===== src/source/creator_config.svh =====
`ifndef CREATOR_CONFIG_SVH
`define CREATOR_CONFIG_SVH

// --------------------------------------------------
// Bus geometry
// --------------------------------------------------
`define CR_ADDR_WIDTH         15
`define CR_DATA_WIDTH         16
// One select bit per byte lane
`define CR_SEL_WIDTH          2
// Top address bits pick the slave slot
`define CR_SLOT_BITS          3

// --------------------------------------------------
// Configuration block constants
// --------------------------------------------------
`define CR_VERSION            64'h44E8_05C3_000A_0001
`define CR_CLKFX_DIVIDE       1
`define CR_CLKFX_MULTIPLY     3
// Mic sample-rate and gain register defaults
`define CR_DECIMATION_DEFAULT 2
`define CR_GAIN_DEFAULT       3

// --------------------------------------------------
// Peripheral sizes
// --------------------------------------------------
`define CR_GPIO_WIDTH         16
// Scratch RAM holds 2**8 words
`define CR_SCRATCH_ADDR_BITS  8

`endif


===== src/source/bus_pkg.sv =====
`include "creator_config.svh"

package bus_pkg;

  // --------------------------------------------------
  // Word, address and lane types of the host bus
  // --------------------------------------------------
  typedef logic [`CR_DATA_WIDTH-1:0] bus_word_t;
  typedef logic [`CR_ADDR_WIDTH-1:0] bus_addr_t;
  // Byte lane enables, bit 0 is the low byte
  typedef logic [`CR_SEL_WIDTH-1:0]  bus_sel_t;

  // --------------------------------------------------
  // Slave slots
  // --------------------------------------------------
  // Slot is taken from the top address bits
  // 0x0000 config, 0x4000 gpio, 0x5000 scratch
  // Values 1, 2, 3, 6, 7 are left unmapped
  typedef enum logic [`CR_SLOT_BITS-1:0] {
    SLOT_CONFIG  = 3'd0,
    SLOT_GPIO    = 3'd4,
    SLOT_SCRATCH = 3'd5
  } slave_slot_e;

  // Word offset width inside one slot
  localparam int unsigned OFF_BITS = `CR_ADDR_WIDTH - `CR_SLOT_BITS;

endpackage


===== src/source/wb_decoder.sv =====
`timescale 1ns/1ps
`include "creator_config.svh"

module wb_decoder import bus_pkg::*; (
  input  logic      clk,
  input  logic      reset_i,
  // Host side
  input  logic      cyc_i,
  input  logic      stb_i,
  input  logic      we_i,
  input  bus_sel_t  sel_i,
  input  bus_addr_t adr_i,
  input  bus_word_t dat_i,
  output bus_word_t dat_o,
  output logic      ack_o,
  // Shared request lines to the slaves
  output logic      slv_we_o,
  output bus_sel_t  slv_sel_o,
  output bus_addr_t slv_off_o,
  output bus_word_t slv_dat_o,
  // Per-slot strobes
  output logic      cfg_stb_o,
  output logic      gpio_stb_o,
  output logic      ram_stb_o,
  // Per-slot returns
  input  bus_word_t cfg_dat_i,
  input  logic      cfg_ack_i,
  input  bus_word_t gpio_dat_i,
  input  logic      gpio_ack_i,
  input  bus_word_t ram_dat_i,
  input  logic      ram_ack_i
);

  slave_slot_e slot;
  logic        unm_req;
  logic        unm_ack_q;

  // --------------------------------------------------
  // Slot decode
  // --------------------------------------------------
  assign slot = slave_slot_e'(adr_i[`CR_ADDR_WIDTH-1 -: `CR_SLOT_BITS]);

  always_comb begin
    cfg_stb_o  = 1'b0;
    gpio_stb_o = 1'b0;
    ram_stb_o  = 1'b0;
    unm_req    = 1'b0;
    // Only a live cycle reaches a slave
    if (cyc_i && stb_i) begin
      case (slot)
        SLOT_CONFIG:  cfg_stb_o  = 1'b1;
        SLOT_GPIO:    gpio_stb_o = 1'b1;
        SLOT_SCRATCH: ram_stb_o  = 1'b1;
        // Slots 1, 2, 3, 6 and 7
        default:      unm_req    = 1'b1;
      endcase
    end
  end

  // Request fields go to every slave, the strobe picks one
  assign slv_we_o  = we_i;
  assign slv_sel_o = sel_i;
  assign slv_dat_o = dat_i;
  // Slot bits stripped, offset is relative to the slot base
  assign slv_off_o = {{`CR_SLOT_BITS{1'b0}}, adr_i[OFF_BITS-1:0]};

  // --------------------------------------------------
  // Unmapped-slot responder
  // --------------------------------------------------
  // Same one-cycle pulse as a real slave, no re-ack
  always_ff @(posedge clk) begin
    if (reset_i) begin
      unm_ack_q <= 1'b0;
    end else begin
      unm_ack_q <= unm_req && !unm_ack_q;
    end
  end

  // --------------------------------------------------
  // Return path
  // --------------------------------------------------
  assign ack_o = cfg_ack_i | gpio_ack_i | ram_ack_i | unm_ack_q;

  // Data from whichever source acks, zero otherwise
  always_comb begin
    if (cfg_ack_i) begin
      dat_o = cfg_dat_i;
    end else if (gpio_ack_i) begin
      dat_o = gpio_dat_i;
    end else if (ram_ack_i) begin
      dat_o = ram_dat_i;
    end else begin
      dat_o = '0;
    end
  end

  // Slaves and responder never answer together
  a_one_ack: assert property (@(posedge clk) disable iff (reset_i)
    $onehot0({cfg_ack_i, gpio_ack_i, ram_ack_i, unm_ack_q}));

endmodule


===== config.mk =====
export PLATFORM = sky130hd
export DESIGN_NAME = wb_decoder
export DESIGN_NICKNAME = d
export VERILOG_FILES = /design/src/source/bus_pkg.sv /design/src/source/wb_decoder.sv
export VERILOG_INCLUDE_DIRS = /design/src /design/src/source
export SDC_FILE = /design/constraint.sdc
export NUM_CORES = 1
export LEC_CHECK = 0
export ABC_AREA = 1
export BUFFER_PORTS_ARGS = -buffer_cell sky130_fd_sc_hd__buf_2
export CAP_MARGIN = 15
export CORE_MARGIN = 1
export CORE_UTILIZATION = 28
export DETAILED_ROUTE_END_ITERATION = 10
export GPL_TIMING_DRIVEN = 0
export HOLD_SLACK_MARGIN = 0.06
export PLACE_DENSITY = 0.81
export SYNTH_ARGS = -nofsm -noshare
export SYNTH_HDL_FRONTEND = slang
export SYNTH_SLANG_ARGS = --single-unit
export TNS_END_PERCENT = 20

===== constraint.sdc =====
create_clock -name clk -period 0.85 [get_ports clk]
set_clock_uncertainty 0.2 [all_clocks]
set_input_delay 0.0425 -clock clk [delete_from_list [all_inputs] [get_ports clk]]
set_output_delay 0.0425 -clock clk [all_outputs]
set_load 0.005 [all_outputs]

## Word-level counts from Yosys, hierarchy flattened

Cells that the tools add are included.

- Output and inout port bits: 54
- Register bits after elaboration: 1
- Logic and storage cells: 22

- Bitwise operators: 3
- Reduce and logical (&&, ||, !) cells: 5
- Muxes and demuxes: 11
- Equal/unequal tests: 2

Operator list:

| cell | number |
|---|---|
| $mux 16 | 3 |
| $mux 1 | 8 |
| $eq 3x3->1 const B | 2 |
| $logic_not 3->1 | 1 |
| $or 1x1->1 | 3 |
| $reduce_or 3->1 | 1 |
| $logic_and 1x1->1 | 2 |
| $logic_not 1->1 | 1 |

## Longest topological paths before layout

- Depth in word-level cells: 5
- Mapped depth: 6

## Worst setup path before layout

No wires, ideal clock.

- Path type: input to output
- Start point: input adr_i[13]
- End point: output cfg_stb_o
- Required time: 607 ps
- Arrival: 511 ps
- Buffers on the path: 0
- Stages: 2
- Setup slack: 97 ps
- Cells stage by stage: or2_2 > nor3_1

- Cells in the longest elaborated chain, start to end: 3

Ends and longest elaborated chain:

| item | line | source |
|---|---|---|
| start, declared | wb_decoder.sv:12 | `input bus_addr_t adr_i,` |
| $logic_not 3->1 | wb_decoder.sv:50 | `case (slot)` |
| $mux 1 | wb_decoder.sv:50 |  |
| $mux 1 | wb_decoder.sv:49 | `if (cyc_i && stb_i) begin` |
| end, declared | wb_decoder.sv:22 | `output logic cfg_stb_o,` |

No other way between the ends.

## Worst setup path after layout

- Start point: input cfg_ack_i
- End point: output dat_o[4]

- Cells in the longest elaborated chain, start to end: 1

Ends and longest elaborated chain:

| item | line | source |
|---|---|---|
| start, declared | wb_decoder.sv:27 | `input logic cfg_ack_i,` |
| $mux 16 | wb_decoder.sv:86 | `if (cfg_ack_i) begin` |
| end, declared | wb_decoder.sv:14 | `output bus_word_t dat_o,` |

No other way between the ends.

==> flow_metrics.env <==
export IMPL_final_antenna_net_count=0
export IMPL_num_vias=1321
export IMPL_cp_cell_sequence="buf_8, clkinv_8, buf_8, buf_4, nor2_1, nor2_1, buf_2"
export IMPL_postPlaceCellArea_um2=1440
export IMPL_netSwitchingPower_uw=328
export IMPL_die_h_um=57.4
export IMPL_period_minus_slack_ns=0.950
export IMPL_share_comb_of_total_power_pct=94.2
export IMPL_power_internal_uw=539
export IMPL_finalInstanceArea_um2=1730
export IMPL_firstDrtPassIters=7
export IMPL_wl_per_cell_um=9.59
export IMPL_synth_cell_types=13
export IMPL_violations="design-rule violations, negative setup slack"
export IMPL_rows=19
export IMPL_crit_fanout=6
export IMPL_cp_num_buf_inv=5
export IMPL_maxSlewViolCount=0
export IMPL_routed_wl_mm=3.05
export IMPL_synth_xor_xnor_area_share_pct=0
export IMPL_largest_reg_flops=1
export IMPL_synth_top_family_by_area="simple AND/OR/NAND/NOR gates"
export IMPL_path_class="input pin to output port"
export IMPL_synthCells=173
export IMPL_r2r_end="unm_ack_q$_SDFF_PP0_"
export IMPL_ir_worst_vdd_v=0.000308
export IMPL_yosys_area_share_simple_pct=55.2
export IMPL_grt_total_usage_pct=16.4
export IMPL_die_w_um=57.4
export IMPL_yosys_warnings=0
export IMPL_regArea_um2=20.0
export IMPL_grt_overflow=0
export IMPL_regMostFlops="unm_ack_q"
export IMPL_slowest_stage="buf_4"
export IMPL_swShare_pct=37.8
export IMPL_mostFrequentLayoutCells="105 x buf_2, 49 x nor2_1, 44 x nand2_1"
export IMPL_rsz0062_at_grt="true"
export IMPL_final_setup_worst_slack_ns=-0.0996
export IMPL_setup_viol=18
export IMPL_instances_no_fill=318
export IMPL_grt_pass1_vias=1085
export IMPL_ff2ff_path_depth=3
export IMPL_synthesis_area_um2=861
export IMPL_hold_viol=0
export IMPL_p_clk_share_pct=0
export IMPL_core_area_um2=2830
export IMPL_grt_pass1_wl_mm=4.42
export IMPL_start_util_pct=30.4
export IMPL_via_per_inst=4.15
export IMPL_post_route_period_util_pct=112
export IMPL_worstHoldPathType="input pin to output port"
export IMPL_gp_congestion=0.660
export IMPL_status="finished with violations"
export IMPL_grt_max_degree=11
export IMPL_synth_seq_cells=1
export IMPL_holdPathEnd="slv_off_o[6]"
export IMPL_grt_antenna_before_repair=0
export IMPL_synth_compound_area_share_pct=0
export IMPL_end_kind="output port"
export IMPL_worstPathArrival_ns=0.71
export IMPL_area_growth_pct=101
export IMPL_path_delay_family="buffers and inverters"
export IMPL_maxCapViolCount=0
export IMPL_drive_gt1_share_pct=64.5
export IMPL_synthMuxAreaShare_pct=0
export IMPL_seq_power_share_pct=5.8
export IMPL_io_buffers=106
export IMPL_finalSetupTns_ns=-0.922
export IMPL_crit_path_max_incr_delay_ns=0.14
export IMPL_dieArea_um2=3300
export IMPL_placed_cells=312
export IMPL_antenna_cells=0
export IMPL_dp_hpwl_mm=2.20
export IMPL_reg_top3="unm_ack_q: 1 flops"
export IMPL_drc=9
export IMPL_hold_path_depth=2
export IMPL_startpoint_type="input pin"
export IMPL_critical_path_depth=7
export IMPL_ff2ff_setup_slack_ns=0.12
export IMPL_synth_avg_cell_area_um2=4.98
export IMPL_leakagePower_uw=0.00104
export IMPL_nFillCells=295
export IMPL_timing_rr_start="unm_ack_q$_SDFF_PP0_"
export IMPL_final_common_cell="buf_2"
export IMPL_boundaryPins=143
export IMPL_p_per_area_nw_per_um2=501
export IMPL_drtIter0Drc=41
export IMPL_fmax_ghz=1.05
export IMPL_synthAdderAreaFrac_pct=0
export IMPL_clock_latency_ns=0
export IMPL_final_util_pct=61.3
export IMPL_crit_required_ns=0.61
export IMPL_worstHoldStart="adr_i[6]"
export IMPL_fin_nets=378
export IMPL_multiInputGateArea_um2=592
export IMPL_seq_area_frac_synth_pct=2.33
[through the flow]
stage                     setup slack, ns  power, µW  hold WS [ns]
after floorplan                    0.0967        422       -0.0785
after global placement             -0.260        708        0.0507
after detailed placement           -0.256        714        0.0504
after CTS                         -0.0772        789        0.0502
after global routing               -0.130        956        0.0530
final                             -0.0996        867        0.0498
[cell families (layout without fill, tap and decap cells)]
logic type	after synthesis	after routing
buffers and inverters	47	159
AND/OR/NAND/NOR	124	124
flip-flops	1	1
other	1	3
[final cells by class]
cell class | instances | share of cell area (%)
repair buffers | 112 | 37.7
multi-input cells | 127 | 34.2
plain buffers | 43 | 23.2
well taps | 31 | 2.24
inverters | 4 | 1.59
flip-flops and latches | 1 | 1.16
[synthesized netlist by cell type, drive strengths merged]
master	n	area (µm²)
nand3	2	10.0
nand2	51	191
dfxtp	1	20.0
or2	1	6.26
nor2	68	258
nor3	2	10.0
inv	4	15.0
buf	43	347
conb	1	3.75
[power groups by stage]
stage / sequential [µW] / combinational (µW) / clock [µW]
after floorplan: 49.9 / 372 / 0
after global placement: 49.9 / 658 / 0
after detailed placement: 49.9 / 664 / 0
after CTS: 49.9 / 739 / 0
after global routing: 50.1 / 906 / 0
final: 50.0 / 817 / 0
[repair_timing]
action,in CTS,in global routing
buffers inserted,2,1
resized for setup,27,30
pin swaps,16,8
gates cloned,1,2
hold endpoints to repair,31,17
setup endpoints to repair,20,20
[worst register-to-register path: stages (launching register included)]
cell	delay [ns]
dfxtp_1	0.27
inv_1	0.06
nand2_1	0.05
nor2_1	0.08
[worst max path at each step]
stage                     slack (ns)      start         to
after floorplan                  0.1  adr_i[13]  cfg_stb_o
after global placement         -0.26  cfg_ack_i  dat_o[11]
after detailed placement       -0.26  cfg_ack_i  dat_o[11]
after CTS                      -0.08  cfg_ack_i  dat_o[15]
after global routing           -0.13  cfg_ack_i  dat_o[15]
final                           -0.1  cfg_ack_i   dat_o[4]
[metal layers]
metal	track usage, %	part of all wire [%]
met1	18.4	37
met2	35.0	54
met3	0.454	8.3
met4	0.348	0
met5	0	0
Power figures use the tool's default switching activity.
