## src/source/creator_config.svh

```systemverilog
`ifndef CREATOR_CONFIG_SVH
`define CREATOR_CONFIG_SVH

// --------------------------------------------------
// Bus geometry
// --------------------------------------------------
`define CR_ADDR_WIDTH         15
`define CR_DATA_WIDTH         16
// One select bit per byte lane
`define CR_SEL_WIDTH          2
// Top address bits pick the slave slot
`define CR_SLOT_BITS          3

// --------------------------------------------------
// Configuration block constants
// --------------------------------------------------
`define CR_VERSION            64'h44E8_05C3_000A_0001
`define CR_CLKFX_DIVIDE       1
`define CR_CLKFX_MULTIPLY     3
// Mic sample-rate and gain register defaults
`define CR_DECIMATION_DEFAULT 2
`define CR_GAIN_DEFAULT       3

// --------------------------------------------------
// Peripheral sizes
// --------------------------------------------------
`define CR_GPIO_WIDTH         16
// Scratch RAM holds 2**8 words
`define CR_SCRATCH_ADDR_BITS  8

`endif

```

## src/source/bus_pkg.sv

```systemverilog
`include "creator_config.svh"

package bus_pkg;

  // --------------------------------------------------
  // Word, address and lane types of the host bus
  // --------------------------------------------------
  typedef logic [`CR_DATA_WIDTH-1:0] bus_word_t;
  typedef logic [`CR_ADDR_WIDTH-1:0] bus_addr_t;
  // Byte lane enables, bit 0 is the low byte
  typedef logic [`CR_SEL_WIDTH-1:0]  bus_sel_t;

  // --------------------------------------------------
  // Slave slots
  // --------------------------------------------------
  // Slot is taken from the top address bits
  // 0x0000 config, 0x4000 gpio, 0x5000 scratch
  // Values 1, 2, 3, 6, 7 are left unmapped
  typedef enum logic [`CR_SLOT_BITS-1:0] {
    SLOT_CONFIG  = 3'd0,
    SLOT_GPIO    = 3'd4,
    SLOT_SCRATCH = 3'd5
  } slave_slot_e;

  // Word offset width inside one slot
  localparam int unsigned OFF_BITS = `CR_ADDR_WIDTH - `CR_SLOT_BITS;

endpackage

```

## src/source/periph_pkg.sv

```systemverilog
package periph_pkg;

  // --------------------------------------------------
  // Configuration block word offsets
  // --------------------------------------------------
  // Version words, least significant word first
  // Clock word packs divide in the high byte
  typedef enum logic [2:0] {
    CFG_VERSION0    = 3'd0,
    CFG_VERSION1    = 3'd1,
    CFG_VERSION2    = 3'd2,
    CFG_VERSION3    = 3'd3,
    CFG_CLKFX       = 3'd4,
    // Writable mic settings
    CFG_SAMPLE_RATE = 3'd5,
    CFG_GAIN        = 3'd6
  } cfg_reg_e;

  // --------------------------------------------------
  // GPIO block word offsets
  // --------------------------------------------------
  // Direction bit set means pin is driven
  typedef enum logic [1:0] {
    GPIO_DIR = 2'd0,
    GPIO_OUT = 2'd1,
    // Read-only synchronized pin state
    GPIO_IN  = 2'd2
  } gpio_reg_e;

endpackage

```

## src/source/config_regs.sv

```systemverilog
`timescale 1ns/1ps
`include "creator_config.svh"

module config_regs import bus_pkg::*; import periph_pkg::*; (
  input  logic      clk,
  input  logic      reset_i,
  // Slot request
  input  logic      stb_i,
  input  logic      we_i,
  input  bus_addr_t off_i,
  input  bus_word_t dat_i,
  output bus_word_t dat_o,
  output logic      ack_o,
  // Mic settings out of the top level
  output bus_word_t sample_rate_o,
  output bus_word_t gain_o
);

  localparam logic [63:0] VERSION = `CR_VERSION;
  // Divide in the high byte, multiply in the low byte
  localparam bus_word_t CLKFX_WORD = {8'(`CR_CLKFX_DIVIDE), 8'(`CR_CLKFX_MULTIPLY)};

  cfg_reg_e  reg_sel;
  logic      in_map;
  logic      access;
  bus_word_t rd_word;

  // --------------------------------------------------
  // Offset decode
  // --------------------------------------------------
  assign reg_sel = cfg_reg_e'(off_i[2:0]);
  // Anything past the gain word reads zero
  assign in_map  = (off_i <= bus_addr_t'(CFG_GAIN));
  // First cycle of a strobe only
  assign access  = stb_i && !ack_o;

  always_comb begin
    rd_word = '0;
    if (in_map) begin
      case (reg_sel)
        CFG_VERSION0:    rd_word = VERSION[15:0];
        CFG_VERSION1:    rd_word = VERSION[31:16];
        CFG_VERSION2:    rd_word = VERSION[47:32];
        CFG_VERSION3:    rd_word = VERSION[63:48];
        CFG_CLKFX:       rd_word = CLKFX_WORD;
        CFG_SAMPLE_RATE: rd_word = sample_rate_o;
        CFG_GAIN:        rd_word = gain_o;
        default:         rd_word = '0;
      endcase
    end
  end

  // --------------------------------------------------
  // Handshake and writable registers
  // --------------------------------------------------
  always_ff @(posedge clk) begin
    if (reset_i) begin
      ack_o         <= 1'b0;
      sample_rate_o <= bus_word_t'(`CR_DECIMATION_DEFAULT);
      gain_o        <= bus_word_t'(`CR_GAIN_DEFAULT);
    end else begin
      ack_o <= access;
      // Version and clock words ignore writes
      if (access && we_i && in_map) begin
        if (reg_sel == CFG_SAMPLE_RATE) begin
          sample_rate_o <= dat_i;
        end
        if (reg_sel == CFG_GAIN) begin
          gain_o <= dat_i;
        end
      end
    end
  end

  // Read data lands with the ack
  always_ff @(posedge clk) begin
    if (access) begin
      dat_o <= rd_word;
    end
  end

  // Ack stays a single-cycle pulse
  a_ack_pulse: assert property (@(posedge clk) disable iff (reset_i)
    ack_o |=> !ack_o);

endmodule

```

## config.mk

```make
export PLATFORM = sky130hd
export DESIGN_NAME = config_regs
export DESIGN_NICKNAME = d
export VERILOG_FILES = /design/src/source/bus_pkg.sv /design/src/source/periph_pkg.sv /design/src/source/config_regs.sv
export VERILOG_INCLUDE_DIRS = /design/src /design/src/source
export SDC_FILE = /design/constraint.sdc
export NUM_CORES = 1
export LEC_CHECK = 0
export ABC_AREA = 1
export BUFFER_PORTS_ARGS = -buffer_cell sky130_fd_sc_hd__buf_2
export CORE_ASPECT_RATIO = 0.8
export CORE_MARGIN = 2
export CORE_UTILIZATION = 45
export DETAILED_ROUTE_END_ITERATION = 10
export GPL_TIMING_DRIVEN = 0
export PLACE_DENSITY = 0.7
export SLEW_MARGIN = 20
export SYNTH_ARGS = -nofsm -noshare
export SYNTH_HDL_FRONTEND = slang
export SYNTH_SLANG_ARGS = --single-unit
export TNS_END_PERCENT = 50
```

## constraint.sdc

```tcl
create_clock -name clk -period 2.5 [get_ports clk]
set_clock_uncertainty 0.1 [all_clocks]
set_input_delay 0.125 -clock clk [delete_from_list [all_inputs] [get_ports clk]]
set_output_delay 0.125 -clock clk [all_outputs]
set_load 0.02 [all_outputs]
```

# --- Yosys cells after proc, flatten, opt, wreduce, memory -nomap -nowiden ---
# Index checks and enable logic that the tools add are counted.
totals:
  out_inout_bits: 49
  in_bits: 35
  ff_bits: 49
op_classes:
  magnitude_cmp: 1
  muxes: 1
  eq_ne: 6
  reduce_logical: 7
op_table:
  columns: ["op", "count"]
  rows:
  - ["case mux 16 bit (7 select lines)", 1]
  - ["less-or-equal comparator 15 x 3 -> 1 bit, second input constant", 1]
  - ["== test 3 bit, second input constant", 3]
  - ["== test 3 x 2 -> 1 bit, second input constant", 2]
  - ["AND reduction 2 bit", 2]
  - ["== test 3 x 1 -> 1 bit, second input constant", 1]
  - ["logical AND 1 bit", 3]
  - ["zero test 3 bit", 1]
  - ["zero test 1 bit", 1]

# --- Logic depth before layout (Yosys ltp) ---
# Gate-level depths: netlist (run 1).
logic_depth:
  depth_word: 5
  depth_mapped: 9
  ltp_nobuf: 8

# --- Least setup slack after synthesis (run 1) ---
# OpenSTA, ideal clock, no wires.
synth_timing:
  path_type: "register -> register"
  startpoint: "reg ack_o"
  endpoint: "reg sample_rate_o[1]"
  path_buffers: 1
  stages_incl_launch_ff: 8
  t_required_ns: 2.270
  path_slack_ns: 0.401
  arrival_ns: 1.869
  cell_sequence: "dfxtp_1 > nor2_1 > nand2_1 > inv_1 > nand4_4 > buf_4 > nand2_1 > nand3_1"
synth_between:
  elab_chain_len: 5
synth_lines:
  columns: ["item", "line_no", "rtl"]
  rows:
  - ["start, declared", "config_regs.sv:13", "output logic ack_o,"]
  - ["start signal, assigned", "config_regs.sv:62", "ack_o <= access;"]
  - ["zero test 1 bit", "config_regs.sv:35", "assign access = stb_i && !ack_o;"]
  - ["logical AND 1 bit", "config_regs.sv:35", null]
  - ["net access", "config_regs.sv:25", "logic access;"]
  - ["logical AND 1 bit (2 in a row)", "config_regs.sv:64", "if (access && we_i && in_map) begin"]
  - ["AND reduction 2 bit (no source line)", null, null]
  - ["end signal, assigned", "config_regs.sv:59", "sample_rate_o <= bus_word_t'(`CR_DECIMATION_DEFAULT);"]
  - ["end signal, assigned", "config_regs.sv:66", "sample_rate_o <= dat_i;"]
  - ["end, declared", "config_regs.sv:15", "output bus_word_t sample_rate_o,"]
# The timed path passes the listed nets, and every way through them passes these cells.
# A chain may end at the register's enable or synchronous reset.

# --- Final worst setup path (run 1) ---
layout_timing:
  startpoint: "reg ack_o"
  endpoint: "reg gain_o[8]"
layout_between:
  elab_chain_len: 5
layout_lines:
  columns: ["item", "line_no", "rtl"]
  rows:
  - ["zero test 1 bit", "config_regs.sv:35", null]
  - ["logical AND 1 bit", "config_regs.sv:35", null]
  - ["net access", "config_regs.sv:25", null]
  - ["logical AND 1 bit (2 in a row)", "config_regs.sv:64", null]
  - ["AND reduction 2 bit (no source line)", null, null]
  - ["end signal, assigned", "config_regs.sv:60", "gain_o <= bus_word_t'(`CR_GAIN_DEFAULT);"]
  - ["end signal, assigned", "config_regs.sv:69", "gain_o <= dat_i;"]
  - ["end, declared", "config_regs.sv:16", "output bus_word_t gain_o"]
# The timed path passes the listed nets, and every way through them passes these cells.

==> results.sh, run 1 <==
export IMPL_status="finished clean"
export IMPL_worstMarginPinSlew_ns=0.620
export IMPL_num_vias=2162
export IMPL_irDropWorstVdd_v=0.000376
export IMPL_grt_max_degree=15
export IMPL_ys_types=21
export IMPL_hold_start="we_i"
export IMPL_hp_class="in2reg"
export IMPL_power_density_mw_per_mm2=516
export IMPL_cts_htree_levels=2
export IMPL_grt_util_all_layers=0.226
export IMPL_post_drt_wl_per_cell_um=12.9
export IMPL_cts_made_buffers=5
export IMPL_grt_overflow=0
export IMPL_met2_length_um=2750
export IMPL_antenna_cells=0
export IMPL_core_area_mm2=0.00468
export IMPL_io_pin_count=84
export IMPL_avgSynthCellArea_um2=7.47
export IMPL_wl_met3_um=376
export IMPL_gp_congestion=0.777
export IMPL_synth_top_area_share=0.297
export IMPL_cts_root_buf="clkbuf_8"
export IMPL_initial_core_util=0.475
export IMPL_grt_pass1_vias=1980
export IMPL_netlist_top_cells_area="dfxtp_1 (30%), edfxtp_1 (22%), nand2_1 (16%)"
export IMPL_placed_area_mm2=0.00273
export IMPL_netlist_instances=298
export IMPL_nFillCells=433
export IMPL_path_max_fanout=10
export IMPL_die_y_um=66.9
export IMPL_critical_path_startpoint="ack_o$_SDFF_PP0_"
export IMPL_ff2ff_setup_slack_ns=0.75
export IMPL_cts_tree="built"
export IMPL_wl_um=6040
export IMPL_final_net_count=442
export IMPL_die_area_mm2=0.00553
export IMPL_clock_fmax_mhz=571
export IMPL_fin_crit_sh=0.701
export IMPL_synth_nets=333
export IMPL_required_ns=2.64
export IMPL_yosysTopAreaCell="dfxtp_1"
export IMPL_post_cts_buffers=0
export IMPL_maxCapViolations=0
export IMPL_drc=0
export IMPL_post_route_util=0.647
export IMPL_pre_cts_ws_ns=0.771
export IMPL_setup_violations=0
export IMPL_worst_slack_ns=0.748
export IMPL_vias_per_cell=4.62
export IMPL_top_layer="met4"
export IMPL_drive_gt1_frac=0.275
export IMPL_drtAntennaViolNets=0
export IMPL_end_kind="flip-flop"
export IMPL_layout_common_cells="nand2_1 (93), buf_2 (86), nor2_1 (65)"
export IMPL_min_period_ns=1.75
export IMPL_yosysSeqAreaShare=0.513
export IMPL_fp_row_count=22
export IMPL_place_hpwl_um=4220
export IMPL_drtIter0Drc=116
export IMPL_drtPass1Iterations=4
export IMPL_timing_rr_start="ack_o$_SDFF_PP0_"
export IMPL_maxSlewHeadroom=0.587
export IMPL_drv_slew=0
export IMPL_grt_setup_unrepaired="false"
export IMPL_synth_area_mm2=0.00222
export IMPL_syn2layout_area_growth_pct=36.2
export IMPL_startpoint_type="flip-flop"
export IMPL_io_buffers=83
export IMPL_cts_path_max_buffers=2
export IMPL_hold_viol_final=0
export IMPL_synth_seq_cells=49
export IMPL_grt_pass1_wl_um=9260
export IMPL_clkTransAtPathRegs_ns=0.09
export IMPL_synth_warning_count=0
export IMPL_drt_met1_wl_um=2870
export IMPL_cp_arrival_ns=1.89
export IMPL_final_common_cell="nand2_1"
export IMPL_clock_sinks=49
export IMPL_power_leakage_nw=1.57
export IMPL_cts_resized=0
export IMPL_insertion_delay_ns=0.30
export IMPL_die_x_um=82.6
export IMPL_critPathKind="reg2reg"
export IMPL_antenna_found_initial=0
export IMPL_cts_hold_buf=18
export IMPL_final_area_mm2=0.00303
==> power breakdown <==
| part | switching [W] | total (W) | internal [W] |
|---|---|---|---|
| Sequential | 0.00000308 | 0.000835 | 0.000832 |
| Combinational | 0.0000810 | 0.000139 | 0.0000583 |
| Clock | 0.000262 | 0.000588 | 0.000326 |
| Total | 0.000346 | 0.00156 | 0.00122 |
==> cell type report <==
class                   count  area [µm²]  area share
plain buffers              12        78.8      0.0260
clock buffers               7        86.3      0.0285
clock inverters             1        30.0     0.00991
inverters                  35         131      0.0434
multi-input cells         202         876       0.289
flip-flops and latches     49        1140       0.377
well taps                  60        75.1      0.0248
repair buffers            102         611       0.202
==> per-layer routing <==
| layer | track usage | vias up |
|---|---|---|
| met5 | 0 | - |
| met4 | 0.0512 | 0 |
| met3 | 0.0556 | 5 |
| met2 | 0.366 | 72 |
| met1 | 0.303 | 951 |
| li1 | - | 1134 |
==> worst paths after layout <==
| kind | end | cells after the start |
|---|---|---|
| max | gain_o[8]$_SDFFE_PP0P_ | 8 |
| min | sample_rate_o[1]$_SDFFE_PP1P_ | 5 |
| max reg2reg | gain_o[8]$_SDFFE_PP0P_ | 8 |
| min reg2reg | gain_o[1]$_SDFFE_PP1P_ | 2 |
==> flip-flops by register name, summed over array words and instances (netlist names) <==
name and flops:
gain_o 16, sample_rate_o 16, ack_o 1, dat_o 16
==> through the flow <==
| stage | instances | total power, W | hold slack [ns] | TNS, ns |
|---|---|---|---|---|
| floorplan | 298 | 0.000909 | 0.102 | 0 |
| global placement | 441 | 0.000966 | 0.204 | -3.67 |
| detailed placement | 442 | 0.000970 | 0.208 | 0 |
| CTS | 468 | 0.00157 | 0.162 | 0 |
| global route | 468 | 0.00161 | 0.190 | 0 |
| finish | 468 | 0.00156 | 0.177 | 0 |
==> synthesized netlist by cell type (all sizes together) <==
| library cell | number |
|---|---|
| a21oi | 16 |
| a31oi | 4 |
| a41oi | 1 |
| buf | 9 |
| clkbuf | 3 |
| dfxtp | 33 |
| edfxtp | 16 |
| inv | 35 |
| nand2 | 95 |
| nand3 | 10 |
| nand4 | 2 |
| nor2 | 71 |
| nor3 | 2 |
| o21ai | 1 |
==> kinds of logic after synthesis <==
group | after synthesis | share of synthesized area
AO/OA/AOI/OAI | 22 | 0.0534
buffers and inverters | 47 | 0.0945
flip-flops | 49 | 0.513
AND/OR/NAND/NOR | 180 | 0.339
==> worst max-delay path, cell delays in order, from the launching register on <==
cell and delay [ns]:
dfxtp_1 0.34, nor2_2 0.35, nand2_1 0.14, inv_1 0.15, nand4_2 0.14, buf_4 0.21
nand2_1 0.08, nand2_1 0.05, nor2_1 0.11
No activity file was read; power rests on OpenSTA's default activity.
==> run 2: changes to the inputs <==
--- a/config.mk
+++ b/config.mk
@@ -10,10 +10,10 @@
 export BUFFER_PORTS_ARGS = -buffer_cell sky130_fd_sc_hd__buf_2
 export CORE_ASPECT_RATIO = 0.8
 export CORE_MARGIN = 2
-export CORE_UTILIZATION = 45
+export CORE_UTILIZATION = 44
 export DETAILED_ROUTE_END_ITERATION = 10
 export GPL_TIMING_DRIVEN = 0
-export PLACE_DENSITY = 0.7
+export PLACE_DENSITY = 0.72
 export SLEW_MARGIN = 20
 export SYNTH_ARGS = -nofsm -noshare
 export SYNTH_HDL_FRONTEND = slang
==> constraint.sdc (replaced) <==
create_clock -name clk -period 1.5 [get_ports clk]
set_clock_uncertainty 0.1 [all_clocks]
set_input_delay 0.075 -clock clk [delete_from_list [all_inputs] [get_ports clk]]
set_output_delay 0.075 -clock clk [all_outputs]
set_load 0.02 [all_outputs]
==> run 2 against run 1 <==
  * Register-to-register slack got worse by 0.64 ns
  * Clock power rose by 30%
  * Sequential share of layout area rose by 0.45 points
  * Count of clock-buffer cells in the layout is 1 higher
  * Routed wire length rose by 2.3%
  * Total power rose by 53%
  * Largest power group unchanged
  * Setup slack got worse by 0.67 ns
  * Core utilization decreased by 4.2 points
  * Combinational power grew 68%
  * Design area shrank 1.1%
  * First-iteration DRC count shrank 8.6%
==> results.sh, run 2 (synthesized netlist as in run 1, its figures left out) <==
export IMPL_clock_fmax_mhz=705
export IMPL_drc=0
export IMPL_path_max_fanout=10
export IMPL_dpl_cell_count=443
export IMPL_status="finished clean"
export IMPL_r2r_end="gain_o[4]$_SDFFE_PP0P_"
export IMPL_hold_viol_final=0
export IMPL_ff2ff_setup_slack_ns=0.11
export IMPL_irDropWorstVdd_v=0.000540
export IMPL_cts_path_max_buffers=2
export IMPL_clkTransAtPathRegs_ns=0.08
export IMPL_grt_pass1_vias=2042
export IMPL_grt_pass1_wl_um=9600
export IMPL_cp_arrival_ns=1.55
export IMPL_min_period_ns=1.42
export IMPL_stdcell_count=470
export IMPL_fp_row_count=23
export IMPL_cp_top_family="buffers and inverters"
export IMPL_grt_overflow=0
export IMPL_gp_congestion=0.770
export IMPL_power_density_mw_per_mm2=797
export IMPL_drtIter0Drc=106
export IMPL_startpoint_type="input port"
export IMPL_crit_slowest_cell="dlygate4sd3_1"
export IMPL_fin_crit_sh=0.946
export IMPL_drv_slew=0
export IMPL_die_y_um=67.6
export IMPL_insertion_delay_ns=0.30
export IMPL_critPathMaxStageDelay_ns=0.54
export IMPL_timing_rr_start="ack_o$_SDFF_PP0_"
export IMPL_wl_um=6180
export IMPL_timing_hold_ws_ns=0.0896
export IMPL_rr_worst_depth=7
export IMPL_finalSetupTns_ns=0
export IMPL_final_common_cell="nand2_1"
export IMPL_setup_violations=0
export IMPL_io_pin_count=84
export IMPL_syn2layout_area_growth_pct=34.7
export IMPL_maxCapViolations=0
export IMPL_grt_setup_unrepaired="false"
export IMPL_io_buffers=83
export IMPL_worstMarginPinSlew_ns=0.546
export IMPL_finalPower_w=0.00239
export IMPL_cp_num_buf_inv=4
export IMPL_cts_htree_levels=2
export IMPL_grt_util_all_layers=0.225
export IMPL_cts_root_buf="clkbuf_8"
export IMPL_drtAntennaViolNets=0
export IMPL_cts_tree="built"
export IMPL_core_area_mm2=0.00495
export IMPL_antenna_cells=0
export IMPL_required_ns=1.64
export IMPL_critPathKind="in2reg"
export IMPL_post_drt_wl_per_cell_um=13.1
export IMPL_num_vias=2181
export IMPL_cts_made_buffers=5
export IMPL_hp_class="in2reg"
export IMPL_path_cells="dlygate4sd3_1 > buf_2 > inv_1 > clkbuf_1 > nand2_1 > nor2_1"
export IMPL_pre_cts_ws_ns=-0.263
export IMPL_reg_largest_list="dat_o: 16 flops, gain_o: 16 flops, sample_rate_o: 16 flops"
export IMPL_die_area_mm2=0.00564
export IMPL_end_kind="flip-flop"
export IMPL_vias_per_cell=4.64
export IMPL_initial_core_util=0.449
export IMPL_grt_max_degree=17
export IMPL_place_hpwl_um=4120
export IMPL_drive_gt1_frac=0.277
export IMPL_final_net_count=442
export IMPL_hold_start="we_i"
export IMPL_clock_sinks=49
export IMPL_worst_slack_ns=0.0814
export IMPL_whs_path_depth=5
export IMPL_hold_path_end="gain_o[0]$_SDFFE_PP1P_"
export IMPL_die_x_um=83.5
export IMPL_power_leakage_nw=1.55
export IMPL_layout_common_cells="nand2_1 (92), buf_2 (86), nor2_1 (65)"
export IMPL_antenna_found_initial=0
export IMPL_critical_path_startpoint="reset_i"
export IMPL_drtPass1Iterations=5
export IMPL_maxSlewHeadroom=0.636
## run 2: cell types whose count changed in the layout (fill, tap and decap cells not counted), sizes merged
| cell | previous run | this run |
|---|---|---|
| bufinv | 1 | 0 |
| clkbuf | 10 | 11 |
## run 2: routing by layer
layer  GRT usage  wire length (µm)  vias to the layer above
li1            -                 -                     1136
met1       0.270              2610                      957
met2       0.400              2970                       83
met3      0.0526               565                        5
met4      0.0887                38                        0
met5           0                 0                        -
## run 2: cell type report
type,instances,area (µm²)
multi-input combinational,202,883
inverter,35,131
clock buffer,8,80.1
tap,62,77.6
sequential,49,1140
buffer,12,78.8
timing repair buffer,102,603
fill,472,1950
## run 2: tightest hold or removal path, stage by stage
cell,delay (ns)
buf_2,0.10
nand2_2,0.07
nor2_1,0.07
nand3_1,0.07
nand3_1,0.06
## run 2: timing repair
item	in CTS	in global routing
resized for setup	0	0
setup buffers	1	0
endpoints found under the hold margin	33	0
hold buffers	18	0
setup endpoints to repair	32	0
## run 2: power by group
part	total, W	leakage (nW)	switching (W)	internal (W)
sequential	0.00139	0.427	0.00000602	0.00139
clock	0.000764	0.0395	0.000431	0.000333
combinational	0.000233	1.08	0.000138	0.0000958
total	0.00239	1.55	0.000575	0.00182
## run 2: through the flow
stage	cell area [µm²]	util
2_1_floorplan	2240	-
3_3_place_gp	2730	0.551
3_5_place_dp	2730	0.551
4_1_cts	3000	0.605
5_1_grt	3000	0.605
6_report	3000	0.605
## run 2: worst max-delay path by stage
stage	to	cells after the start	slack (ns)
3_3_place_gp	sample_rate_o[1]$_SDFFE_PP1P_	7	-0.21
4_1_cts	gain_o[3]$_SDFFE_PP0P_	6	0.15
2_1_floorplan	sample_rate_o[1]$_SDFFE_PP1P_	7	0.002
5_1_grt	gain_o[6]$_SDFFE_PP0P_	8	0.03
6_report	gain_o[4]$_SDFFE_PP0P_	6	0.08
3_5_place_dp	sample_rate_o[1]$_SDFFE_PP1P_	7	-0.26
