--- src/source/creator_config.svh ---
`ifndef CREATOR_CONFIG_SVH
`define CREATOR_CONFIG_SVH

// --------------------------------------------------
// Bus geometry
// --------------------------------------------------
`define CR_ADDR_WIDTH         15
`define CR_DATA_WIDTH         16
// One select bit per byte lane
`define CR_SEL_WIDTH          2
// Top address bits pick the slave slot
`define CR_SLOT_BITS          3

// --------------------------------------------------
// Configuration block constants
// --------------------------------------------------
`define CR_VERSION            64'h44E8_05C3_000A_0001
`define CR_CLKFX_DIVIDE       1
`define CR_CLKFX_MULTIPLY     3
// Mic sample-rate and gain register defaults
`define CR_DECIMATION_DEFAULT 2
`define CR_GAIN_DEFAULT       3

// --------------------------------------------------
// Peripheral sizes
// --------------------------------------------------
`define CR_GPIO_WIDTH         16
// Scratch RAM holds 2**8 words
`define CR_SCRATCH_ADDR_BITS  8

`endif

--- src/source/bus_pkg.sv ---
`include "creator_config.svh"

package bus_pkg;

  // --------------------------------------------------
  // Word, address and lane types of the host bus
  // --------------------------------------------------
  typedef logic [`CR_DATA_WIDTH-1:0] bus_word_t;
  typedef logic [`CR_ADDR_WIDTH-1:0] bus_addr_t;
  // Byte lane enables, bit 0 is the low byte
  typedef logic [`CR_SEL_WIDTH-1:0]  bus_sel_t;

  // --------------------------------------------------
  // Slave slots
  // --------------------------------------------------
  // Slot is taken from the top address bits
  // 0x0000 config, 0x4000 gpio, 0x5000 scratch
  // Values 1, 2, 3, 6, 7 are left unmapped
  typedef enum logic [`CR_SLOT_BITS-1:0] {
    SLOT_CONFIG  = 3'd0,
    SLOT_GPIO    = 3'd4,
    SLOT_SCRATCH = 3'd5
  } slave_slot_e;

  // Word offset width inside one slot
  localparam int unsigned OFF_BITS = `CR_ADDR_WIDTH - `CR_SLOT_BITS;

endpackage

--- src/source/periph_pkg.sv ---
package periph_pkg;

  // --------------------------------------------------
  // Configuration block word offsets
  // --------------------------------------------------
  // Version words, least significant word first
  // Clock word packs divide in the high byte
  typedef enum logic [2:0] {
    CFG_VERSION0    = 3'd0,
    CFG_VERSION1    = 3'd1,
    CFG_VERSION2    = 3'd2,
    CFG_VERSION3    = 3'd3,
    CFG_CLKFX       = 3'd4,
    // Writable mic settings
    CFG_SAMPLE_RATE = 3'd5,
    CFG_GAIN        = 3'd6
  } cfg_reg_e;

  // --------------------------------------------------
  // GPIO block word offsets
  // --------------------------------------------------
  // Direction bit set means pin is driven
  typedef enum logic [1:0] {
    GPIO_DIR = 2'd0,
    GPIO_OUT = 2'd1,
    // Read-only synchronized pin state
    GPIO_IN  = 2'd2
  } gpio_reg_e;

endpackage

--- src/source/gpio_port.sv ---
`timescale 1ns/1ps
`include "creator_config.svh"

module gpio_port import bus_pkg::*; import periph_pkg::*; (
  input  logic                     clk,
  input  logic                     reset_i,
  // Slot request
  input  logic                     stb_i,
  input  logic                     we_i,
  input  bus_addr_t                off_i,
  input  bus_word_t                dat_i,
  output bus_word_t                dat_o,
  output logic                     ack_o,
  // Pins, split in/out/enable
  input  logic [`CR_GPIO_WIDTH-1:0] pin_i,
  output logic [`CR_GPIO_WIDTH-1:0] pin_o,
  output logic [`CR_GPIO_WIDTH-1:0] oe_o
);

  logic [`CR_GPIO_WIDTH-1:0] dir_q;
  logic [`CR_GPIO_WIDTH-1:0] out_q;
  logic [`CR_GPIO_WIDTH-1:0] sync_meta_q;
  logic [`CR_GPIO_WIDTH-1:0] sync_q;
  gpio_reg_e                 reg_sel;
  logic                      in_map;
  logic                      access;
  bus_word_t                 rd_word;

  assign reg_sel = gpio_reg_e'(off_i[1:0]);
  // Offset 3 and up is empty
  assign in_map  = (off_i <= bus_addr_t'(GPIO_IN));
  assign access  = stb_i && !ack_o;

  // --------------------------------------------------
  // Pin input synchronizer
  // --------------------------------------------------
  // Two flops, pin change visible after two edges
  always_ff @(posedge clk) begin
    sync_meta_q <= pin_i;
    sync_q      <= sync_meta_q;
  end

  always_comb begin
    rd_word = '0;
    if (in_map) begin
      case (reg_sel)
        GPIO_DIR: rd_word = dir_q;
        GPIO_OUT: rd_word = out_q;
        GPIO_IN:  rd_word = sync_q;
        default:  rd_word = '0;
      endcase
    end
  end

  // --------------------------------------------------
  // Registers and handshake
  // --------------------------------------------------
  always_ff @(posedge clk) begin
    if (reset_i) begin
      ack_o <= 1'b0;
      dir_q <= '0;
      out_q <= '0;
    end else begin
      ack_o <= access;
      // GPIO_IN is read-only
      if (access && we_i && in_map && reg_sel == GPIO_DIR) begin
        dir_q <= dat_i;
      end
      if (access && we_i && in_map && reg_sel == GPIO_OUT) begin
        out_q <= dat_i;
      end
    end
  end

  always_ff @(posedge clk) begin
    if (access) begin
      dat_o <= rd_word;
    end
  end

  assign pin_o = out_q;
  assign oe_o  = dir_q;

  // All pins released right after reset
  a_oe_reset: assert property (@(posedge clk) reset_i |=> (oe_o == '0));

endmodule

--- config.mk ---
export PLATFORM = sky130hd
export DESIGN_NAME = gpio_port
export DESIGN_NICKNAME = d
export VERILOG_FILES = /design/src/source/bus_pkg.sv /design/src/source/periph_pkg.sv /design/src/source/gpio_port.sv
export VERILOG_INCLUDE_DIRS = /design/src /design/src/source
export SDC_FILE = /design/constraint.sdc
export NUM_CORES = 1
export LEC_CHECK = 0
export BUFFER_PORTS_ARGS = -buffer_cell sky130_fd_sc_hd__buf_4
export CAP_MARGIN = 5
export CORE_MARGIN = 2
export CORE_UTILIZATION = 49
export DETAILED_ROUTE_END_ITERATION = 10
export MAX_ROUTING_LAYER = met4
export PLACE_DENSITY = 0.88
export SKIP_LAST_GASP = 1
export SYNTH_ARGS = -nofsm -noshare
export SYNTH_HDL_FRONTEND = slang
export SYNTH_SLANG_ARGS = --single-unit
--- constraint.sdc ---
create_clock -name clk -period 2.1 [get_ports clk]
set_input_delay 0.42 -clock clk [delete_from_list [all_inputs] [get_ports clk]]
set_output_delay 0.42 -clock clk [all_outputs]
set_load 0.03 [all_outputs]
# Word level (Yosys, flattened, before mapping)

Index checks and enable logic that the tools add are counted.

Order comparisons: 1
Div/mod/pow operators: 0
Shift-type cells: 0
Equal/unequal tests: 2
$add $sub $neg: 0
Multiply operators: 0
Bitwise gates (word level): 0
Reductions and logical operators: 7
Muxes and demuxes: 1

Operators by type and width:

| kind                  | count |
|---|---|
| $pmux W16 S3          | 1 |
| $le A15 B2 Y1 const B | 1 |
| $logic_and A1 B1 Y1   | 5 |
| $eq A2 B1 Y1 const B  | 1 |
| $eq A2 B2 Y1 const B  | 1 |
| $logic_not A2 Y1      | 1 |
| $logic_not A1 Y1      | 1 |

Bits in writable memories: 0
Input bits: 51
Output and inout bits: 49
Bits in read-only memories: 0
Memories kept: 0
Word-level logic and storage cells: 17
Bits in registers: 81
Latch bits: 0

# Logic depth before layout (Yosys ltp)

Gate-level depths: netlist of run 1.

Depth in word-level cells: 5
Mapped depth: 7
Gate-level depth less buffers: 5

# Least setup slack after synthesis of run 1

Ideal clock, no wire load.

Path kind: register to register
Start point: register ack_o
End point: register dir_q[0], in the netlist oe_o[0]
Data required time: 2.030 ns
Data arrival time: 1.732 ns
Setup slack: 0.298 ns
Stages on the path, launching flop included: 8
Path through: dfxtp_1 > nand2b_1 > inv_1 > and2_1 > clkbuf_1 > buf_2 > nand4_1 > a21oi_1

Word-level cells in the longest chain between the ends: 5

RTL lines:

| item                             | RTL line        | source |
|---|---|---|
| start, declared                  | gpio_port.sv:13 | `output logic ack_o,` |
| start signal, assigned           | gpio_port.sv:64 | `ack_o <= access;` |
| $logic_not A1 Y1                 | gpio_port.sv:32 | `assign access = stb_i && !ack_o;` |
| $logic_and A1 B1 Y1              | gpio_port.sv:32 |  |
| via access                       | gpio_port.sv:26 | `logic access;` |
| $logic_and A1 B1 Y1 (3 in a row) | gpio_port.sv:66 | `if (access && we_i && in_map && reg_sel == GPIO_DIR) begin` |
| end signal, assigned             | gpio_port.sv:67 | `dir_q <= dat_i;` |
| end, declared                    | gpio_port.sv:20 | `` logic [`CR_GPIO_WIDTH-1:0] dir_q; `` |

The timed path passes the listed nets, and every way through them passes these cells.
A chain may end at the register's enable or synchronous reset.

# Worst setup path in the final report of run 1

Start point: register ack_o
End point: register out_q[14], in the netlist pin_o[14]

Word-level cells in the longest chain between the ends: 5

RTL lines:

| item                             | RTL line        | source |
|---|---|---|
| $logic_not A1 Y1                 | gpio_port.sv:32 |  |
| $logic_and A1 B1 Y1              | gpio_port.sv:32 |  |
| via access                       | gpio_port.sv:26 |  |
| $logic_and A1 B1 Y1 (3 in a row) | gpio_port.sv:69 | `if (access && we_i && in_map && reg_sel == GPIO_OUT) begin` |
| end signal, assigned             | gpio_port.sv:70 | `out_q <= dat_i;` |
| end, declared                    | gpio_port.sv:21 | `` logic [`CR_GPIO_WIDTH-1:0] out_q; `` |

The timed path passes the listed nets, and every way through them passes these cells.

==> impl_metrics.yaml, run 1 <==
clocking:
  cts-root-buf: "clkbuf_8"
  cts.clk_slew.worst_paths_ps: 80
  htreeDepth: 3
  cts_tree: "done"
  cts_buffer_depth: 2
  numCtsBuffers: 9
  ctsHoldBuffers: 0
  clk_latency_ps: 350
  cts.sinks: 81
critical_path:
  cp.arrival_ps: 1840
  cp-end-kind: "flip-flop"
  cp.required_ps: 2320
  path_class: "flip-flop to flip-flop"
  worst_path_max_delay_cell: "dfxtp_1"
  path_max_fanout: 17
  worstSetupStartpointType: "flip-flop"
  crit_chain: "nand2b_1, inv_1, buf_4, nand3_2, o21ai_0, a21oi_1"
  max_stage_delay_ps: 310
cells_and_area:
  diodes: 0
  finalNetCount: 424
  fill_cells: 472
  final_util_pct: 65.93
  stdcell_count: 452
  drive_above_1_share_pct: 33.95
  syn_to_final_growth_pct: 31.70
timing:
  whs_ps: 169.7
  post-route-period-util_pct: 77.04
  setup_viol: 0
  hold_violations: 0
  rsz0062_at_grt: "no"
  relSlewSlack_pct: 62.90
  fmax_ghz: 0.6181
  finalClockSkew_ps: 8.237
  tightestPinTransition_ps: 556.4
  tns_ps: 0
  slew_violations: 0
  fin_crit_ps: 1618
power_and_ir_drop:
  intPower_mw: 2.220
  p_leak_nw: 1.570
  p_sw_uw: 660.0
  p_sw_share_pct: 22.92
  vdd_drop_max_v: 0.0005602
  p_comb_share_pct: 8.3
  powerDensity_nw_per_um2: 746.5
  seqPwrFrac_pct: 56.9
  pwr-share-clk_pct: 34.7
  total_power_mw: 2.880
grt:
  grt_usage_pct: 22.14
  grt_remaining_overflow: 0
  antenna_found_initial: 0
  grt_pass1_vias: 2151
  grt_pass1_wl_mm: 10.58
  grt_max_degree: 49
floorplan:
  chipHeight_um: 81.32
  io_pins: 100
  start_util_pct: 50.06
  rows: 28
  dieArea_um2: 6612
  core_region_area_um2: 5851
  fp.dieW_um: 81.32
route:
  finalWirelength_mm: 6.949
  drc: 0
  drtIter0Drc: 301
  antenna_left: 0
  avgRoutedWirePerCell_um: 15.37
  dr.pass1.iters: 5
  vias: 2540
  viasPerCell: 5.619
place:
  dp.cells: 437
  hpwl_mm: 4.839
  gp_congestion: 0.9567
  io_buffers: 99
run:
  max-cap-violations: 0
logic_synthesis:
  syn_inst: 283
  ys.warnings.count: 0
  synth_area_leaders: "dfxtp_1, edfxtp_1, a21oi_1"
  ys_ff_latch: 81
  yosys.area.top_type: "dfxtp_1"
  synth.distinct_cells: 23
  yosysTopAreaCellShare_pct: 44.43
  synthArstFlopShare_pct: 0
  synth-main-ff-cell: "dfxtp_1"
  syn_area_per_cell_um2: 10.35
  synth_nets: 334
  synth.top_cells.by_count: "dfxtp_1, a21oi_1, nor2_1"
  syn-cell-area_um2: 2929
  synth_edf_count: 16
  yosysMostFrequentCell: "dfxtp_1"
  synth_seq_area_share_pct: 60.83
outcome:
  outcome: "finished clean"
hold_path:
  hold_path.class: "input pin to flip-flop"
-- final cells by class --
cell class / count / area (um^2) / area share [%]
repair buffers: 107 / 815.8 / 21.15
clock inverters: 3 / 16.27 / 0.4217
clock buffers: 12 / 155.1 / 4.022
multi-input cells: 173 / 991.0 / 25.69
inverters: 1 / 3.754 / 0.09731
well taps: 75 / 93.84 / 2.433
flip-flops and latches: 81 / 1782 / 46.19
-- layout by cell type, fill, tap and decap left out, types with 2 or more instances in the layout --
cell,instances
nor2_1,34
edfxtp_1,16
o21ai_0,20
clkinv_2,2
buf_4,106
o21ai_1,11
mux2i_1,16
dfxtp_1,65
nand4_1,33
clkbuf_8,11
a21oi_1,48
nor4_2,2
-- through the flow --
stage,area [um^2],worst slack (ps)
after floorplan,2929,297.9
after global placement,3685,217.5
after detailed placement,3685,82.71
after CTS,3856,173.9
after global routing,3857,283.7
final,3857,482.1
-- metal layers --
layer  global-route usage (%)  vias to the layer above  routed length (um)
met1                    30.04                     1126                2828
li1                         -                     1202                   -
met5                        -                        -                   0
met3                    4.222                       30                 744
met4                    14.92                        0                 293
met2                    29.75                      182                3082
-- state kept, by name (all words and copies together), names as in the netlist --
signal       count
dat_o           16
oe_o            16
pin_o           16
sync_meta_q     16
sync_q          16
ack_o            1
-- kinds of logic (layout without fill, tap and decap cells) --
kind of cell,Yosys count,after routing,synth area share (%)
AOI/OAI and AO/OA,81,81,14.05
DFF,81,81,60.83
and+or+nand+nor,76,76,14.18
buffers and inverters,29,123,5.468
muxes,16,16,5.468
-- path summary, 6_finish.rpt --
kind | startpoint | cells past startpoint | slack (ps) | end
setup / recovery | ack_o$_SDFF_PP0_ | 6 | 480 | pin_o[14]$_SDFFE_PP0P_
hold / removal | pin_i[3] | 1 | 170 | sync_meta_q[3]$_DFF_P_
setup reg to reg | ack_o$_SDFF_PP0_ | 6 | 480 | pin_o[14]$_SDFFE_PP0P_
hold reg to reg | sync_meta_q[9]$_DFF_P_ | 0 | 330 | sync_q[9]$_DFF_P_
-- power groups by stage --
| stage | Clock [mW] | Combinational, mW | Sequential [mW] |
|---|---|---|---|
| floorplan | 0 | 0.0872 | 1.70 |
| global placement | 0 | 0.233 | 1.67 |
| detailed placement | 0 | 0.236 | 1.68 |
| CTS | 1.01 | 0.237 | 1.64 |
| global route | 1.08 | 0.256 | 1.64 |
| finish | 1.00 | 0.240 | 1.64 |
-- worst max-delay path, delay by kind of cell, from the launching register on --
kind / cells / cell delay [ps]
flip-flops: 1 / 310
AO/OA/AOI/OAI: 2 / 370
buffers and inverters: 2 / 330
AND/OR/NAND/NOR: 2 / 480
-- repair_timing --
action / CTS / global route
setup buffers: 0 / 0
setup endpoints to repair: 0 / 2
gates resized for setup: 0 / 1
(Power assumes the default switching activity.)
==> run 2, diff against run 1 <==
clock period = 1.6 ns   (was 2.1 ns; I/O delays follow)
==> impl_metrics.yaml, run 2 (same netlist as run 1, synthesis figures left out) <==
grt:
  grt_pass1_vias: 2315
  grt_pass1_wl_mm: 11.38
  antenna_found_initial: 0
  grt_remaining_overflow: 0
  grt_max_degree: 49
  grt_usage_pct: 23.71
power_and_ir_drop:
  p_sw_share_pct: 22.43
  p_leak_nw: 1.602
  powerDensity_nw_per_um2: 1021
  intPower_mw: 3.125
  p_sw_uw: 903.4
  seqPwrFrac_pct: 53.4
  p_comb_share_pct: 8.0
  pwr-share-clk_pct: 38.5
  vdd_drop_max_v: 0.0007564
route:
  vias: 2477
  drtIter0Drc: 270
  drc: 0
  finalWirelength_mm: 7.388
  viasPerCell: 5.456
  avgRoutedWirePerCell_um: 16.27
  antenna_left: 0
  dr.pass1.iters: 5
floorplan:
  chipHeight_um: 81.32
  start_util_pct: 50.06
  fp.dieW_um: 81.32
  dieArea_um2: 6612
  core_region_area_um2: 5851
  rows: 28
  io_pins: 100
cells_and_area:
  drive_above_1_share_pct: 34.83
  layout_commonest_cell: "buf_4"
  final_util_pct: 67.41
  finalNetCount: 426
  diodes: 0
  layout_common_cells: "buf_4, dfxtp_1, a21oi_1, nor2_1, nand4_1"
  syn_to_final_growth_pct: 34.64
  stdcell_area_um2: 3944
clocking:
  cts_tree: "done"
  ctsHoldBuffers: 0
  cts-root-buf: "clkbuf_8"
  numCtsBuffers: 9
  post_cts_buffers: 0
  cts_buffer_depth: 2
  cts.sinks: 81
  clk_latency_ps: 350
  htreeDepth: 3
  cts.clk_slew.worst_paths_ps: 80
timing:
  setup_viol: 0
  timing.final.ws_setup_ps: 61.09
  rsz0062_at_grt: "no"
  tightestPinTransition_ps: 361.7
  relSlewSlack_pct: 75.89
  whs_ps: 68.71
  finalClockSkew_ps: 7.342
  fmax_ghz: 0.6498
  slew_violations: 0
  tns_ps: 0
  hold_violations: 0
  fin_crit_ps: 1539
  post-route-period-util_pct: 96.18
place:
  io_buffers: 99
  place_ws_ps: -61.63
  placed_cell_area_um2: 3727
  gp_congestion: 0.8740
  hpwl_mm: 5.112
outcome:
  outcome: "finished clean"
critical_path:
  cp.required_ps: 1820
  worstSetupStartpointType: "flip-flop"
  cp.arrival_ps: 1760
  path_class: "flip-flop to flip-flop"
  path_max_fanout: 16
  cp-end-kind: "flip-flop"
hold_path:
  hold_path.class: "input pin to flip-flop"
run:
  max-cap-violations: 0
[run 2: final timing paths]
kind                                             start                      to  slack (ps)  cells after the start
worst max register to register        ack_o$_SDFF_PP0_   oe_o[11]$_SDFFE_PP0P_          60                      4
worst min-delay path                          pin_i[7]  sync_meta_q[7]$_DFF_P_          70                      1
worst max-delay path                  ack_o$_SDFF_PP0_   oe_o[11]$_SDFFE_PP0P_          60                      4
worst min register to register  sync_meta_q[3]$_DFF_P_       sync_q[3]$_DFF_P_         330                      0
[run 2: cell type report]
cell class | count | area (um^2)
clock inverters | 2 | 13.76
multi-input cells | 173 | 997.2
repair buffers | 109 | 843.3
inverters | 1 | 7.507
clock buffers | 13 | 202.7
fillers | 457 | 1907
well taps | 75 | 93.84
flip-flops and latches | 81 | 1785
[run 2: power by group through the flow]
stage | logic [mW] | registers, mW | clock network (mW)
2_1_floorplan | 0.118 | 2.23 | 0
3_3_place_gp | 0.317 | 2.20 | 0
3_5_place_dp | 0.319 | 2.20 | 0
4_1_cts | 0.321 | 2.15 | 1.57
5_1_grt | 0.344 | 2.16 | 1.66
6_report | 0.324 | 2.15 | 1.55
[run 2: critical path, cell delays in order, from the launching register on]
cell      delay [ps]
dfxtp_4          350
nand2b_4         160
or4b_4           610
o21ai_0          190
a21oi_1          100
[run 2: routing by layer]
layer	routed length, um	track usage, %	up-vias
li1	-	-	1209
met1	3296	32.29	1154
met2	3521	33.93	98
met3	413	4.000	16
met4	156	12.20	0
met5	0	-	-
[run 2: metrics by stage]
step	power, mW	std cells
floorplan	2.352	283
global placement	2.514	439
detailed placement	2.519	439
CTS	4.042	454
global route	4.157	454
finish	4.028	454
[run 2: what timing repair did]
action                     CTS  global route
setup endpoints to repair    1             3
hold endpoints to repair     0             0
resized for setup            1             0
pin swaps                    0             1
==> run 3, diff against run 2 <==
CORE_UTILIZATION = 44   (was 49)
CTS_BUF_LIST = sky130_fd_sc_hd__clkbuf_16   (was default)
PLACE_DENSITY = 0.84   (was 0.88)
TNS_END_PERCENT = 5   (was default)
clock period = 1.4 ns   (was 1.6 ns; I/O delays follow)
==> impl_metrics.yaml, run 3 (same netlist as run 1, synthesis figures left out) <==
place:
  placed_cell_area_um2: 3740
  gp_congestion: 0.9139
  io_buffers: 99
  hpwl_mm: 5.141
  place_ws_ps: -198.4
critical_path:
  reg2regPathDepth: 4
  cp.required_ps: 1600
  path_max_fanout: 8
  r2r_start: "ack_o$_SDFF_PP0_"
  crit_chain: "nand2b_4, or4b_4, o21ai_2, a21oi_1"
  path_class: "flip-flop to flip-flop"
  critPathBufInv: 0
  rr_endpoint: "oe_o[0]$_SDFFE_PP0P_"
  worst_path_max_delay_cell: "or4b_4"
  cp.arrival_ps: 1680
  worstSetupStartpointType: "flip-flop"
  r2r_slack_ps: -80
  cp-end-kind: "flip-flop"
  max_stage_delay_ps: 600
  cpLargestDelayFamily: "simple AND/OR/NAND/NOR gates"
route:
  vias: 2532
  dr.pass1.iters: 5
  viasPerCell: 5.504
  antenna_left: 0
  finalWirelength_mm: 7.482
  avgRoutedWirePerCell_um: 16.27
  drc: 0
  drtIter0Drc: 290
cells_and_area:
  final_util_pct: 63.34
  fill_cells: 520
  stdcell_area_um2: 4045
  layout_common_cells: "buf_4, dfxtp_1, a21oi_1, nor2_1, nand4_1"
  syn_to_final_growth_pct: 38.10
  drive_above_1_share_pct: 36.29
  finalNetCount: 429
  layout_commonest_cell: "buf_4"
  diodes: 0
hold_path:
  hp-start: "pin_i[5]"
  hold_path.class: "input pin to flip-flop"
  hold_end: "sync_meta_q[5]$_DFF_P_"
  hold_depth: 1
timing:
  whs_ps: 48.44
  post-route-period-util_pct: 105.8
  setup_viol: 17
  slew_violations: 0
  tightestPinTransition_ps: 346.6
  relSlewSlack_pct: 76.89
  fin_crit_ps: 1481
  finalClockSkew_ps: 7.187
  hold_violations: 0
  rsz0062_at_grt: "yes"
  timing.final.ws_setup_ps: -80.86
  fmax_ghz: 0.6753
clocking:
  post_cts_buffers: 0
  cts_buffer_depth: 2
  htreeDepth: 3
  cts.sinks: 81
  ctsHoldBuffers: 0
  cts_tree: "done"
  cts.clk_slew.worst_paths_ps: 60
  numCtsBuffers: 9
  clk_latency_ps: 330
  cts-root-buf: "clkbuf_16"
floorplan:
  io_pins: 100
  chipHeight_um: 85.59
  rows: 29
  core_region_area_um2: 6386
  dieArea_um2: 7326
  start_util_pct: 45.87
  fp.dieW_um: 85.59
power_and_ir_drop:
  p_leak_nw: 1.643
  powerDensity_nw_per_um2: 1222
  vdd_drop_max_v: 0.0009437
grt:
  antenna_found_initial: 0
  grt_pass1_wl_mm: 11.83
  grt_remaining_overflow: 0
  grt_pass1_vias: 2260
  grt_usage_pct: 21.58
  grt_max_degree: 49
outcome:
  outcome: "finished, violations left"
  failed_checks: "setup timing"
run:
  max-cap-violations: 0
## run 3: changes by cell type in the layout (fill, tap and decap cells not counted), sizes merged
| cell | previous run | this run |
|---|---|---|
| clkbuf | 13 | 9 |
| and2 | 1 | 2 |
| buf | 109 | 110 |
| clkinv | 1 | 3 |
| inv | 1 | 4 |
| or4b | 1 | 2 |
## run 3: worst max path at each step
stage | startpoint | to | cells past startpoint
5_1_grt | ack_o$_SDFF_PP0_ | oe_o[12]$_SDFFE_PP0P_ | 4
3_3_place_gp | off_i[2] | pin_o[4]$_SDFFE_PP0P_ | 6
6_report | ack_o$_SDFF_PP0_ | oe_o[0]$_SDFFE_PP0P_ | 4
3_5_place_dp | off_i[2] | oe_o[0]$_SDFFE_PP0P_ | 6
2_1_floorplan | ack_o$_SDFF_PP0_ | pin_o[11]$_SDFFE_PP0P_ | 7
4_1_cts | ack_o$_SDFF_PP0_ | oe_o[0]$_SDFFE_PP0P_ | 4
## run 3: per-layer routing
layer	global-route usage [%]	part of all wire (%)
met1	29.28	42
met2	30.26	46
met3	4.331	7.7
met4	11.69	3.8
met5	-	0
## run 3: stage by stage
stage               TNS (ps)  power [mW]  std cells
global placement       -3892       2.880        442
detailed placement     -4648       2.885        442
global route           -1680       5.125        460
CTS                    -1351       4.971        459
floorplan              -3826       2.700        283
finish                -707.0       4.943        460
## run 3: final cells by class
type / instances / area (um^2) / area share, %
Clock inverter: 7 / 42.54 / 1.052
Tap cell: 77 / 96.34 / 2.382
Clock buffer: 9 / 225.2 / 5.568
Multi-Input combinational cell: 175 / 1037 / 25.64
Sequential cell: 81 / 1785 / 44.14
Timing Repair Buffer: 110 / 850.8 / 21.03
Inverter: 1 / 7.507 / 0.1856
## run 3: repair_timing
| action | in CTS | in global routing |
|---|---|---|
| resized for setup | 6 | 6 |
| gates cloned | 1 | 1 |
| pin swaps | 1 | 3 |
| setup endpoints to repair | 29 | 32 |
## run 3: report_power, final
part	switching [mW]	internal (mW)	total [mW]
clock	0.898	1.20	2.09
combinational	0.213	0.173	0.387
sequential	0.0175	2.45	2.46
